$ cat config.mk
export PLATFORM = sky130hd
export DESIGN_NAME = collision_top
export DESIGN_NICKNAME = d
export VERILOG_FILES = /design/src/source/collision_pkg.sv /design/src/source/contact_select.sv /design/src/source/pair_response.sv /design/src/source/force_latch.sv /design/src/source/collision_top.sv
export SDC_FILE = /design/constraint.sdc
export NUM_CORES = 1
export LEC_CHECK = 0
export ABC_AREA = 1
export BUFFER_PORTS_ARGS = -buffer_cell sky130_fd_sc_hd__clkbuf_2
export CAP_MARGIN = 20
export CORE_MARGIN = 2
export CORE_UTILIZATION = 50
export CTS_CLUSTER_SIZE = 30
export DETAILED_ROUTE_END_ITERATION = 6
export MAX_ROUTING_LAYER = met4
export PLACE_DENSITY_LB_ADDON = 0.05
export SLEW_MARGIN = 20
export SYNTH_ARGS = -nofsm -noshare
export SYNTH_HDL_FRONTEND = slang
export SYNTH_SLANG_ARGS = --single-unit
$ cat constraint.sdc
create_clock -name clk -period 16.99 [get_ports clk]
set_clock_uncertainty 0.05 [all_clocks]
set_input_delay 1.699 -clock clk [delete_from_list [all_inputs] [get_ports clk]]
set_output_delay 1.699 -clock clk [all_outputs]
set_load 0.005 [all_outputs]
$ cat src/source/collision_pkg.sv
/*
 * Shared widths, body numbering and contact types for the collision force
 * pipeline. Imported by the RTL stages and by the testbench.
 */
`default_nettype none

package collision_pkg;

    localparam int VEL_W     = 17;
    localparam int NUM_BIRDS = 3;

    // Signed velocity or force, two's complement
    typedef logic signed [VEL_W-1:0] velocity_t;

    // Birds 0 to 2, pig always last
    typedef logic [1:0] body_idx_t;

    localparam body_idx_t PIG_IDX = 2'd3;

    // Raw code from the game logic
    typedef logic [3:0] dir_code_t;

    // Compass heading, 0 is up and the rest go clockwise
    typedef logic [2:0] heading_t;

    typedef enum logic [1:0] {
        CONTACT_NONE = 2'd0,
        CONTACT_PAIR = 2'd1,
        CONTACT_PILE = 2'd2
    } contact_kind_t;

endpackage

`default_nettype wire

$ cat src/source/contact_select.sv
/*
 * Classifies the contact mask as none, pair or pile and steers the two
 * bodies of a pair, their velocities and the striker's code to the pair stage.
 */
`timescale 1ns/100ps
`default_nettype none

module contact_select (
    input  logic [3:0]                                             collide,
    input  collision_pkg::velocity_t [collision_pkg::NUM_BIRDS-1:0] bird_vx,
    input  collision_pkg::velocity_t [collision_pkg::NUM_BIRDS-1:0] bird_vy,
    input  collision_pkg::velocity_t                                pig_vx,
    input  collision_pkg::velocity_t                                pig_vy,
    input  collision_pkg::dir_code_t [collision_pkg::NUM_BIRDS-1:0] bird_dir,
    output collision_pkg::contact_kind_t                            kind,
    output collision_pkg::body_idx_t                                striker,
    output collision_pkg::body_idx_t                                struck,
    output collision_pkg::velocity_t                                striker_vx,
    output collision_pkg::velocity_t                                striker_vy,
    output collision_pkg::velocity_t                                struck_vx,
    output collision_pkg::velocity_t                                struck_vy,
    output collision_pkg::dir_code_t                                striker_dir
);

    import collision_pkg::*;

    logic [2:0] bits_set;

    function automatic velocity_t body_vel(
        input body_idx_t                   idx,
        input velocity_t [NUM_BIRDS-1:0]   birds,
        input velocity_t                   pig
    );
        if (idx == PIG_IDX) begin
            return pig;
        end
        return birds[idx];
    endfunction

    assign bits_set = 3'($countones(collide));

    always_comb begin
        kind    = CONTACT_NONE;
        striker = 2'd0;
        struck  = 2'd0;
        if (bits_set >= 3'd3) begin
            kind = CONTACT_PILE;
        end else if (bits_set == 3'd2) begin
            kind = CONTACT_PAIR;
            // Highest bird in the pair strikes
            if (collide[3]) begin
                striker = 2'd2;
            end else if (collide[2]) begin
                striker = 2'd1;
            end else begin
                striker = 2'd0;
            end
            // Pig is hit whenever present, else the lower bird
            if (collide[0]) begin
                struck = PIG_IDX;
            end else if (collide[1]) begin
                struck = 2'd0;
            end else begin
                struck = 2'd1;
            end
        end
    end

    assign striker_vx = body_vel(striker, bird_vx, pig_vx);
    assign striker_vy = body_vel(striker, bird_vy, pig_vy);
    assign struck_vx  = body_vel(struck, bird_vx, pig_vx);
    assign struck_vy  = body_vel(struck, bird_vy, pig_vy);

    // Striker is always a bird
    assign striker_dir = bird_dir[striker];

endmodule

`default_nettype wire

$ cat src/source/pair_response.sv
/*
 * Pair stage. Decodes the striker's heading, looks up the impulse response
 * for both bodies and flags a slow contact. Purely combinational.
 */
`timescale 1ns/100ps
`default_nettype none

module pair_response #(
    parameter int SLOW_LIMIT = 64
) (
    input  collision_pkg::velocity_t striker_vx,
    input  collision_pkg::velocity_t striker_vy,
    input  collision_pkg::velocity_t struck_vx,
    input  collision_pkg::velocity_t struck_vy,
    input  collision_pkg::dir_code_t striker_dir,
    output collision_pkg::velocity_t striker_fx,
    output collision_pkg::velocity_t striker_fy,
    output collision_pkg::velocity_t struck_fx,
    output collision_pkg::velocity_t struck_fy,
    output logic                     slow
);

    import collision_pkg::*;

    heading_t  heading;
    velocity_t s_half_x;
    velocity_t s_half_y;
    velocity_t s_quarter_x;
    velocity_t mag_s_x;
    velocity_t mag_s_y;
    velocity_t mag_t_x;
    velocity_t mag_t_y;

    function automatic velocity_t magnitude(input velocity_t v);
        return (v < 0) ? -v : v;
    endfunction

    always_comb begin
        case (striker_dir)
            4'b1000, 4'b1010: heading = 3'd0;
            4'b1001, 4'b1011: heading = 3'd4;
            4'b0110, 4'b0111: heading = 3'd2;
            4'b0100, 4'b0101: heading = 3'd6;
            4'b0010:          heading = 3'd1;
            4'b0011:          heading = 3'd3;
            4'b0001:          heading = 3'd5;
            4'b0000:          heading = 3'd7;
            default:          heading = 3'd0;  // 11xx counts as up
        endcase
    end

    assign s_half_x    = striker_vx >>> 1;
    assign s_half_y    = striker_vy >>> 1;
    assign s_quarter_x = striker_vx >>> 2;

    // Impulse table, one row per heading
    always_comb begin
        case (heading)
            3'd0: begin
                striker_fx = struck_vx - s_quarter_x;
                striker_fy = struck_vy - s_half_y;
                struck_fx  = s_half_x;
                struck_fy  = striker_vy;
            end
            3'd1: begin
                striker_fx = struck_vx - s_half_x;
                striker_fy = struck_vy - s_half_y;
                struck_fx  = striker_vx;
                struck_fy  = striker_vy;
            end
            3'd2: begin
                striker_fx = struck_vx - s_half_x;
                striker_fy = struck_vy;
                struck_fx  = striker_vx;
                struck_fy  = s_half_y;
            end
            3'd3, 3'd4: begin
                striker_fx = struck_vx - s_half_x;
                striker_fy = struck_vy - s_half_y;
                struck_fx  = s_half_x;
                struck_fy  = s_half_y;
            end
            3'd5: begin
                striker_fx = struck_vx - s_half_x;
                striker_fy = struck_vy - s_half_y;
                struck_fx  = -s_half_x;
                struck_fy  = s_half_y;
            end
            3'd6: begin
                striker_fx = struck_vx - s_half_x;
                striker_fy = struck_vy - s_half_y;
                struck_fx  = s_half_x;
                struck_fy  = striker_vy;
            end
            default: begin
                // Heading 7
                striker_fx = struck_vx - s_half_x;
                striker_fy = struck_vy - s_half_y;
                struck_fx  = striker_vx;
                struck_fy  = striker_vy;
            end
        endcase
    end

    assign mag_s_x = magnitude(striker_vx);
    assign mag_s_y = magnitude(striker_vy);
    assign mag_t_x = magnitude(struck_vx);
    assign mag_t_y = magnitude(struck_vy);

    // Both bodies nearly at rest
    assign slow = (mag_s_x < SLOW_LIMIT) && (mag_s_y < SLOW_LIMIT) &&
                  (mag_t_x < SLOW_LIMIT) && (mag_t_y < SLOW_LIMIT);

endmodule

`default_nettype wire

$ cat src/source/force_latch.sv
/*
 * Places pair, slow repel or pile forces into the per-body slots and
 * registers them on the frame strobe. Outputs hold between strobes.
 */
`timescale 1ns/100ps
`default_nettype none

module force_latch #(
    parameter int STICK_REPEL = 40
) (
    input  logic                                                    clk,
    input  logic                                                    rst,
    input  logic                                                    vsync,
    input  logic [3:0]                                              collide,
    input  collision_pkg::contact_kind_t                            kind,
    input  collision_pkg::body_idx_t                                striker,
    input  collision_pkg::body_idx_t                                struck,
    input  collision_pkg::velocity_t                                striker_fx,
    input  collision_pkg::velocity_t                                striker_fy,
    input  collision_pkg::velocity_t                                struck_fx,
    input  collision_pkg::velocity_t                                struck_fy,
    input  logic                                                    slow,
    output collision_pkg::velocity_t [collision_pkg::NUM_BIRDS-1:0] bird_force_x,
    output collision_pkg::velocity_t [collision_pkg::NUM_BIRDS-1:0] bird_force_y,
    output collision_pkg::velocity_t                                pig_force_x,
    output collision_pkg::velocity_t                                pig_force_y
);

    import collision_pkg::*;

    localparam velocity_t REPEL = velocity_t'(STICK_REPEL);

    // One slot per body, pig in the last slot
    velocity_t next_fx [NUM_BIRDS+1];
    velocity_t next_fy [NUM_BIRDS+1];
    body_idx_t lower;
    body_idx_t top_bird;

    // Pig numbers highest, so it is never the lower body
    assign lower = (striker < struck) ? striker : struck;

    always_comb begin
        top_bird = 2'd0;
        for (int i = 0; i < NUM_BIRDS; i++) begin
            if (collide[i+1]) begin
                top_bird = body_idx_t'(i);
            end
        end
    end

    always_comb begin
        for (int b = 0; b <= NUM_BIRDS; b++) begin
            next_fx[b] = '0;
            next_fy[b] = '0;
        end
        if (kind == CONTACT_PAIR) begin
            if (slow) begin
                next_fx[striker] = -REPEL;
                next_fy[striker] = -REPEL;
                next_fx[struck]  = -REPEL;
                next_fy[struck]  = -REPEL;
                next_fx[lower]   = REPEL;
            end else begin
                next_fx[striker] = striker_fx;
                next_fy[striker] = striker_fy;
                next_fx[struck]  = struck_fx;
                next_fy[struck]  = struck_fy;
            end
        end else if (kind == CONTACT_PILE) begin
            for (int i = 0; i < NUM_BIRDS; i++) begin
                if (collide[i+1]) begin
                    next_fx[i] = (body_idx_t'(i) == top_bird) ? -REPEL : REPEL;
                    next_fy[i] = -REPEL;
                end
            end
            // Pig at the bottom only gets pushed up
            if (collide[0]) begin
                next_fy[PIG_IDX] = -REPEL;
            end
        end
    end

    always_ff @(posedge clk) begin
        if (rst) begin
            bird_force_x <= '0;
            bird_force_y <= '0;
            pig_force_x  <= '0;
            pig_force_y  <= '0;
        end else if (vsync) begin
            for (int i = 0; i < NUM_BIRDS; i++) begin
                bird_force_x[i] <= next_fx[i];
                bird_force_y[i] <= next_fy[i];
            end
            pig_force_x <= next_fx[PIG_IDX];
            pig_force_y <= next_fy[PIG_IDX];
        end
    end

endmodule

`default_nettype wire

$ cat src/source/collision_top.sv
/*
 * Top level of the contact force pipeline. Chains mask selection, the
 * shared pair stage and the frame latch, and passes the parameters down.
 */
`timescale 1ns/100ps
`default_nettype none

module collision_top #(
    parameter int STICK_REPEL = 40,
    parameter int SLOW_LIMIT  = 64
) (
    input  logic                                                    clk,
    input  logic                                                    rst,
    input  logic                                                    vsync,
    input  logic [3:0]                                              collide,
    input  collision_pkg::dir_code_t [collision_pkg::NUM_BIRDS-1:0] bird_dir,
    input  collision_pkg::dir_code_t                                pig_dir,
    input  collision_pkg::velocity_t [collision_pkg::NUM_BIRDS-1:0] bird_vx,
    input  collision_pkg::velocity_t [collision_pkg::NUM_BIRDS-1:0] bird_vy,
    input  collision_pkg::velocity_t                                pig_vx,
    input  collision_pkg::velocity_t                                pig_vy,
    output collision_pkg::velocity_t [collision_pkg::NUM_BIRDS-1:0] bird_force_x,
    output collision_pkg::velocity_t [collision_pkg::NUM_BIRDS-1:0] bird_force_y,
    output collision_pkg::velocity_t                                pig_force_x,
    output collision_pkg::velocity_t                                pig_force_y
);

    import collision_pkg::*;

    contact_kind_t kind;
    body_idx_t     striker;
    body_idx_t     struck;
    velocity_t     striker_vx;
    velocity_t     striker_vy;
    velocity_t     struck_vx;
    velocity_t     struck_vy;
    dir_code_t     striker_dir;
    velocity_t     striker_fx;
    velocity_t     striker_fy;
    velocity_t     struck_fx;
    velocity_t     struck_fy;
    logic          slow;

    // The pig never strikes, so pig_dir stops here
    contact_select contact_select_inst (
        .collide     (collide),
        .bird_vx     (bird_vx),
        .bird_vy     (bird_vy),
        .pig_vx      (pig_vx),
        .pig_vy      (pig_vy),
        .bird_dir    (bird_dir),
        .kind        (kind),
        .striker     (striker),
        .struck      (struck),
        .striker_vx  (striker_vx),
        .striker_vy  (striker_vy),
        .struck_vx   (struck_vx),
        .struck_vy   (struck_vy),
        .striker_dir (striker_dir)
    );

    pair_response #(
        .SLOW_LIMIT (SLOW_LIMIT)
    ) pair_response_inst (
        .striker_vx  (striker_vx),
        .striker_vy  (striker_vy),
        .struck_vx   (struck_vx),
        .struck_vy   (struck_vy),
        .striker_dir (striker_dir),
        .striker_fx  (striker_fx),
        .striker_fy  (striker_fy),
        .struck_fx   (struck_fx),
        .struck_fy   (struck_fy),
        .slow        (slow)
    );

    force_latch #(
        .STICK_REPEL (STICK_REPEL)
    ) force_latch_inst (
        .clk          (clk),
        .rst          (rst),
        .vsync        (vsync),
        .collide      (collide),
        .kind         (kind),
        .striker      (striker),
        .struck       (struck),
        .striker_fx   (striker_fx),
        .striker_fy   (striker_fy),
        .struck_fx    (struck_fx),
        .struck_fy    (struck_fy),
        .slow         (slow),
        .bird_force_x (bird_force_x),
        .bird_force_y (bird_force_y),
        .pig_force_x  (pig_force_x),
        .pig_force_y  (pig_force_y)
    );

endmodule

`default_nettype wire

# Yosys cells after proc, flatten, opt, wreduce, memory -nomap -nowiden
# Memories as Yosys holds them, arrays and structs flattened.
# Cells that the tools add are included.
[word_totals] ff_bits=136 latchBits=0 ramBits=0 romBits=48 input_bits=159 out_inout_bits=136 wordCells=133 mem_count=1
[memory_table] memory="(name not given)" words=16 width=3 rd=1 rd_ports_with_merged_regs=0 write_ports=0 line_no="pair_response.sv:39" text="case (striker_dir)"
[classes] addsub=11 n_mul=0 div=0 magnitude_cmp=18 eq_ne=12 n_shift=0 muxes=64 bitwise_logic=9 n_reduce_logical=10
[ops] op="2-to-1 mux 17 bit" n=32
[ops] op="2-to-1 mux 68 bit" n=4
[ops] op="bitwise AND 68 bit" n=2
[ops] op="binary-select mux 17 bit (select 2 bit)" n=4
[ops] op="bitwise mux 68 bit" n=2
[ops] op="demux 17 bit (select 2 bit)" n=3
[ops] op="2-to-1 mux 51 bit" n=2
[ops] op="less-than comparator 17 x 1 -> 1 bit, second input constant" n=4
[ops] op="less-than comparator 17 x 8 -> 1 bit, second input constant" n=4
[ops] op="negation 17 bit" n=4
[ops] op="bitwise AND 60 bit" n=1
[ops] op="inverter 60 bit" n=1
[ops] op="bitwise OR 52 bit" n=1
[ops] op="case mux 17 bit (2 select lines)" n=1
[ops] op="subtractor 17 x 16 -> 17 bit" n=2
[ops] op="negation 16 -> 17 bit" n=1
[ops] op="subtractor 17 x 15 -> 17 bit" n=1
[ops] op="2-to-1 mux 16 bit" n=1
[ops] op="2-to-1 mux 2 bit" n=8
[ops] op="== test 3 x 2 -> 1 bit, second input constant" n=3
[ops] op="== test 3 bit, second input constant" n=3
[ops] op="greater-or-equal comparator 3 bit, second input constant" n=3
[ops] op="less-than comparator 3 x 1 -> 1 bit, second input constant" n=3
[ops] op="inverter 2 -> 3 bit" n=3
[ops] op="17 further kinds" n=31

# Longest topological paths before layout
# Gate-level depths: netlist of the first run.
[depth] depth_word=16 mapped_depth=42 depth_no_buf=37

# Cells and area by module
# From an unflattened synthesis of the first run, not the netlist that was laid out.
[unflattened] cells_unflattened=2655 hier_area_um2=14562.7
[by_module_without_submodules] mod="force_latch" instances=1 cells_per_inst=1367 area_per_inst_um2=8109.0 seq_area_each_um2=2722.6
[by_module_without_submodules] mod="pair_response" instances=1 cells_per_inst=825 area_per_inst_um2=4139.0 seq_area_each_um2=0.0
[by_module_without_submodules] mod="contact_select" instances=1 cells_per_inst=463 area_per_inst_um2=2314.7 seq_area_each_um2=0.0

# Least setup slack after synthesis of the first run
# No wires, ideal clock.
[synth_path] path_type="input to register" startpoint="input port collide[0]" endpoint="register force_latch_inst.pig_force_x[14]" setup_time_ns=0.132 arrival_ns=7.027 required_ns=16.808 path_slack_ns=9.781 cell_stages=42 path_buffers=5 path_cell_list="buf_2 > inv_1 > clkbuf_1 > ha_1 > inv_1 > ha_1 > fa_1 > inv_2 > nor2_4 > buf_6 > nand2_4 > nor2_4 > buf_4 > nand2_1 > o211ai_1 > inv_1 > nand2_1 > inv_1 > (+6 left out) > fa_1 > nand3_1 > nand2_1 > nand2_1 > nand2_1 > nand2_1 > nand2_1 > a21oi_1 > o21ai_0 > nand2_1 > nand2_1 > or2_2 > nand2_1 > nor2_1 > nor2_1 > nand2_1 > nand3_1 > a21oi_1"
[synth_via] elab_chain_len=16 elab_cells_between_ends=88 cone_classes="add/sub (9); order compare (16); eq/ne (8); mux (39); bitwise (7); reduce/logical (8); memory (1)"
[synth_rtl] element="start: declaration" line_no="collision_top.sv:15" text="input logic [3:0] collide,"
[synth_rtl] element="parallel branches: the longest is 15 deep, another holds negation 17 bit"
[synth_rtl] element="2-to-1 mux 17 bit *" line_no="force_latch.sv:56" text="if (kind == CONTACT_PAIR) begin"
[synth_rtl] element="end signal: assignment" line_no="force_latch.sv:94" text="pig_force_x <= next_fx[PIG_IDX];"
[synth_rtl] element="end: declaration" line_no="force_latch.sv:25" text="output collision_pkg::velocity_t pig_force_x,"
# Every way passes the cells marked *. The select of a mux whose other input is x is not followed.
# A chain may end at the register's enable or synchronous reset.

# Worst setup path after layout of the first run
[layout_path] startpoint="input port collide[0]" endpoint="register force_latch_inst.bird_force_y[42] (netlist name)"
[layout_via] elab_chain_len=16 elab_cells_between_ends=77 cone_classes="add/sub (7); order compare (13); eq/ne (9); mux (37); bitwise (4); reduce/logical (6); memory (1)"
[layout_rtl] element="parallel branches: the longest is 15 deep, another holds negation 17 bit"
[layout_rtl] element="2-to-1 mux 68 bit *" line_no="force_latch.sv:56"
[layout_rtl] element="end signal: indexed assignment" line_no="force_latch.sv:92" text="bird_force_y[i] <= next_fy[i];"
[layout_rtl] element="end: declaration" line_no="force_latch.sv:24" text="output collision_pkg::velocity_t [collision_pkg::NUM_BIRDS-1:0] bird_force_y,"
# Marked as above.

==> results_dict.tcl, run 1 <==
set metrics [dict create \
    final_common_cell "nand2_1" \
    violations "DRC" \
    area_delta_synth_final_pct 13.0 \
    slowest_stage "nand3_2" \
    syn_area_per_cell_sq_um 5.47 \
    pwr_density_cell_mw_per_mm2 99.8 \
    async_reset_ff_frac 0 \
    cts_buffers 17 \
    cts_hold_buf 0 \
    critPathArrivalTime_ns 9.72 \
    grt_max_degree 95 \
    synth_seq_area_share 0.184 \
    setup_viol 0 \
    root_buffer "clkbuf_16" \
    cts_resized 0 \
    core-area_sq_mm 0.0289 \
    fmax_mhz 106 \
    syn_area_sq_mm 0.0148 \
    slew_violations 0 \
    worst_pin_slew_ns 1.17 \
    die_w_um 176 \
    grt_pass1_wl_um 98000 \
    finalHoldViolations 0 \
    fin_tns_setup_ns 0 \
    path_common_cell "nand2_1" \
    critPathKind "in -> reg" \
    layout_common_cells "997 x nand2_1, 289 x clkbuf_2, 278 x nand3_1" \
    synthesis.nets 2909 \
    yosys_warnings 0 \
    power.share.clock 0.223 \
    route.vias.total 19381 \
    synth_edf_count 0 \
    wirelength_um 63700 \
    ant_nets 0 \
    rsz0062_at_grt "no" \
    post-route-drc-count 1 \
    synth.distinct_cells 55 \
    comb_power_share 0.568 \
    drt-initial-drc-count 2569 \
    drive_gt1_frac 0.144 \
    peakVddDrop_mv 0.0550 \
    firstDrtPassIters 7 \
    insertion_delay_ns 0.44 \
    clockBufferDepth 2 \
    syn_inst 2704 \
    period_share 0.557 \
    rows 62 \
    holdCritPathClass "reg -> reg" \
    cts_setup_buffers 0 \
    power_frac_seq 0.209 \
    grt_usage 0.412 \
    crit_path_max_fanout 63 \
    gp_congestion 1.02 \
    synthFlopType "dfxtp_1" \
    slew_headroom 0.215 \
    critPathMaxStageDelay_ns 0.81 \
    p_switching_uw 862 \
    grt_overflow 0 \
    cts_max_level 4 \
    required_ns 17.25 \
    p_sw_frac 0.516 \
    finalCriticalPeriod_ns 9.46 \
    end_kind "register" \
    cts_sinks 136 \
    max_cap_violations 0 \
    dp_hpwl_um 46900 \
    ioPinCount 295 \
    grt_pass1_vias 17869 \
    ys_ff_latch 136 \
    wire_per_inst_um 19.5 \
    fin_util 0.578 \
    dieArea_sq_mm 0.0310 \
    antenna_found_initial 2 \
    outcome "complete, but fails checks" \
    die_h_um 176 \
    final_net_count 3077 \
    power_leakage_uw 0.00869 \
    p_int_uw 808 \
    io_buffers 290 \
    crit_path_start_kind "input pin" \
    cts_tree "built" \
    clk_pin_slew_ns 0.07 \
    initial_utilization 0.511 \
    avgViaCountPerCell 5.93 \
]
## path summary, 6_finish.rpt
kind | start | end | slack, ns | cells after the start
worst max-delay path | collide[0] | force_latch_inst.bird_force_y[42] | 7.53 | 29
worst min-delay path | force_latch_inst.bird_force_x[2] | force_latch_inst.bird_force_x[2] | 0.42 | 2
worst max register to register | force_latch_inst.bird_force_x[20] | force_latch_inst.bird_force_x[20] | 16.01 | 6
worst min register to register | force_latch_inst.bird_force_x[2] | force_latch_inst.bird_force_x[2] | 0.42 | 2
## cell type report
cell class                      count  area (sq um)
Antenna cell                        2          5.00
Clock buffer                       17           425
Clock inverter                     15           155
Fill cell                        3055         12200
Inverter                          257           968
Multi-Input combinational cell   2151         10400
Sequential cell                   136          2720
Tap cell                          384           480
Timing Repair Buffer              309          1600
## power groups by stage
stage / combinational [uW] / clock (uW) / sequential (uW)
floorplan: 626 / 0 / 355
global placement: 898 / 0 / 356
detailed placement: 909 / 0 / 356
CTS: 913 / 371 / 349
global route: 1030 / 386 / 351
finish: 948 / 372 / 349
## cell families after synthesis
kind of cell | Yosys count | synth area share
AOI/OAI and AO/OA | 407 | 0.159
xor gates and xnor gates | 26 | 0.0154
adders and majority gates | 46 | 0.0404
buffers and inverters | 417 | 0.116
DFF | 136 | 0.184
muxes | 2 | 0.00135
and+or+nand+nor | 1670 | 0.483
## flip-flops by register name, indices dropped and copies added (netlist names)
| name | count |
|---|---|
| force_latch_inst.pig_force_x | 17 |
| force_latch_inst.bird_force_x | 51 |
| force_latch_inst.pig_force_y | 17 |
| force_latch_inst.bird_force_y | 51 |
## Yosys cell counts (6+ instances only)
cell type	count	share of area
a21oi_1	125	0.042
a31oi_1	7	0.0030
buf_1	8	0.0020
buf_2	47	0.016
buf_4	12	0.0061
buf_6	7	0.0053
clkbuf_1	86	0.022
dfxtp_1	136	0.18
ha_1	43	0.036
inv_1	240	0.061
inv_2	11	0.0028
nand2_1	997	0.25
nand2_2	8	0.0034
nand3_1	278	0.094
nand3_2	9	0.0061
nand3b_1	22	0.011
nand4_1	78	0.033
nor2_1	241	0.061
nor2_2	6	0.0025
o211ai_1	29	0.015
o21ai_0	122	0.041
o21ai_1	11	0.0037
o22ai_1	78	0.033
or2_2	10	0.0042
xnor2_1	8	0.0047
xor2_1	18	0.011
## per-stage QoR
| stage | hold slack, ns | total power, uW | cell area [sq um] | std cells | setup slack (ns) |
|---|---|---|---|---|---|
| 6_report | 0.416 | 1670 | 16700 | 3271 | 7.53 |
| 5_1_grt | 0.429 | 1770 | 16700 | 3271 | 7.25 |
| 4_1_cts | 0.415 | 1630 | 16700 | 3269 | 7.92 |
| 3_5_place_dp | 0.405 | 1260 | 16100 | 3237 | 7.49 |
| 3_3_place_gp | 0.402 | 1250 | 16100 | 3237 | 7.55 |
| 2_1_floorplan | 0.412 | 981 | 14800 | 2704 | 9.78 |
## per-layer routing
metal,vias to the layer above,track usage,part of all wire
met4,0,0.211,0.056
li1,9166,-,-
met5,-,-,0
met2,1190,0.650,0.45
met3,258,0.0771,0.10
met1,8767,0.503,0.39
## critical path, delay by kind of cell
kind	cells	cell delay [ns]
adders and majority gates	3	1.20
buffers and inverters	7	2.27
AOI/OAI and AO/OA	1	0.29
and+or+nand+nor	18	4.18
No activity file was read; power rests on OpenSTA's default activity.
==> run 2, diff against run 1 <==
==> constraint.sdc (replaced) <==
create_clock -name clk -period 9.3 [get_ports clk]
set_clock_uncertainty 0.05 [all_clocks]
set_input_delay 0.93 -clock clk [delete_from_list [all_inputs] [get_ports clk]]
set_output_delay 0.93 -clock clk [all_outputs]
set_load 0.005 [all_outputs]
==> run 2 against run 1 <==
The run still ends with DRC left. Utilization rose by 0.34 points. Total power grew 86%. Non-clock buffer count is 11 higher. Sequential cell count stayed put. Global-route usage increased by 0.16 points. Cell area rose by 0.58%. First-iteration DRC count grew 23%. Sequential share of layout area is 0.094 points lower. Count of clock-buffer cells in the layout unchanged. Clock power grew 90%. Via count is 0.78% higher.
==> results_dict.tcl, run 2 (synthesis results as in run 1) <==
set metrics [dict create \
    power_leakage_uw 0.00875 \
    max_cap_violations 0 \
    reg.largest.list "force_latch_inst.bird_force_x: 51 flops, force_latch_inst.bird_force_y: 51 flops" \
    avgViaCountPerCell 5.95 \
    worst_pin_slew_ns 1.22 \
    required_ns 9.60 \
    grt_pass1_wl_um 98100 \
    cts_resized 0 \
    comb_power_share 0.567 \
    p_total_uw 3100 \
    wire_per_inst_um 19.6 \
    clockBufferDepth 2 \
    cts_hold_buf 0 \
    grt_usage 0.414 \
    wl_met1_um 25100 \
    antenna_found_initial 1 \
    root_buffer "clkbuf_16" \
    firstDrtPassIters 7 \
    crit_start "collide[0]" \
    power_frac_seq 0.206 \
    rows 62 \
    routed-wl-met2_um 29000 \
    r2r_start "force_latch_inst.bird_force_x[20]" \
    cts_tree "built" \
    die_w_um 176 \
    ant_nets 0 \
    violations "DRC" \
    area_delta_synth_final_pct 13.7 \
    crit_path_start_kind "input pin" \
    slew_violations 0 \
    path_common_cell "nand2_1" \
    grt_pass1_vias 17516 \
    power.share.clock 0.227 \
    die_h_um 176 \
    dr.max_layer_used "met4" \
    drt-initial-drc-count 3149 \
    p_switching_uw 1590 \
    pwr_density_cell_mw_per_mm2 185 \
    initial_utilization 0.511 \
    outcome "complete, but fails checks" \
    dieArea_sq_mm 0.0310 \
    fmax_mhz 129 \
    cts_sinks 136 \
    route.vias.total 19533 \
    crit_path_max_fanout 19 \
    finalHoldViolations 0 \
    post-route-drc-count 7 \
    ioPinCount 295 \
    final_common_cell "nand2_1" \
    p_sw_frac 0.513 \
    insertion_delay_ns 0.43 \
    drive_gt1_frac 0.147 \
    grt_overflow 0 \
    slowest_stage "fa_1" \
    rsz0062_at_grt "no" \
    layout_common_cells "997 x nand2_1, 289 x clkbuf_2, 278 x nand3_1" \
    slew_headroom 0.175 \
    peakVddDrop_mv 0.128 \
    critPathMaxStageDelay_ns 0.61 \
    grt_max_degree 91 \
    holdCritPathClass "reg -> reg" \
    final_net_count 3088 \
    hp-start "force_latch_inst.pig_force_y[5]" \
    critPathArrivalTime_ns 8.04 \
    setup_viol 0 \
    cts_buffers 17 \
    finalCriticalPeriod_ns 7.74 \
    dp_hpwl_um 47700 \
    clk_pin_slew_ns 0.07 \
    cts_max_level 4 \
    end_kind "register" \
    cts_setup_buffers 0 \
    critPathKind "in -> reg" \
    period_share 0.832 \
    gp_congestion 1.02 \
    io_buffers 290 \
    p_int_uw 1510 \
    core-area_sq_mm 0.0289 \
    dr_wl_met3_um 6890 \
    wirelength_um 64400 \
    fin_tns_setup_ns 0 \
]
==> run 2: changes by cell type in the layout (fill, tap and decap cells not counted) <==
cell | before | now
bufinv_16 | 0 | 1
clkinv_4 | 4 | 1
nor2_2 | 9 | 8
nor2_1 | 237 | 238
inv_6 | 4 | 5
diode_2 | 2 | 1
clkinvlp_4 | 1 | 2
buf_4 | 20 | 31
==> run 2: worst paths after layout <==
kind	to	slack [ns]	depth (start not counted)
max	force_latch_inst.bird_force_x[45]	1.56	33
min	force_latch_inst.pig_force_y[5]	0.41	2
max reg2reg	force_latch_inst.bird_force_x[20]	8.33	6
min reg2reg	force_latch_inst.pig_force_y[5]	0.41	2
==> run 2: power by group through the flow <==
| stage | Combinational (uW) | Clock [uW] | Sequential, uW |
|---|---|---|---|
| floorplan | 1140 | 0 | 648 |
| global placement | 1660 | 0 | 650 |
| detailed placement | 1680 | 0 | 651 |
| CTS | 1690 | 701 | 638 |
| global route | 1900 | 726 | 641 |
| finish | 1760 | 705 | 638 |
==> run 2: cell type report <==
type,instances,area (sq um)
Antenna cell,1,2.50
Multi-Input combinational cell,2151,10400
Sequential cell,136,2720
Tap cell,384,480
Fill cell,3024,12100
Clock inverter,15,175
Timing Repair Buffer,320,1680
Inverter,257,968
Clock buffer,17,425
==> run 2: metal layers <==
metal	up-vias	track usage
met3	254	0.0724
met1	8825	0.515
met4	0	0.178
met2	1269	0.659
li1	9185	-
met5	-	-
==> run 2: critical path, delay by kind of cell <==
| family | cells | cell delay, ns |
|---|---|---|
| AOI/OAI and AO/OA | 6 | 1.47 |
| xor gates and xnor gates | 1 | 0.44 |
| adders and majority gates | 4 | 1.53 |
| buffers and inverters | 8 | 1.87 |
| and+or+nand+nor | 14 | 1.75 |
==> run 2: stage by stage <==
stage / std cells / setup WS (ns) / area (sq um) / hold slack, ns / util
global route: 3281 / 1.18 / 16800 / 0.426 / 0.581
CTS: 3280 / 1.85 / 16800 / 0.416 / 0.581
global placement: 3248 / 1.60 / 16200 / 0.402 / 0.561
detailed placement: 3248 / 1.47 / 16200 / 0.405 / 0.561
finish: 3281 / 1.56 / 16800 / 0.414 / 0.581
floorplan: 2704 / 2.86 / 14800 / 0.412 / -
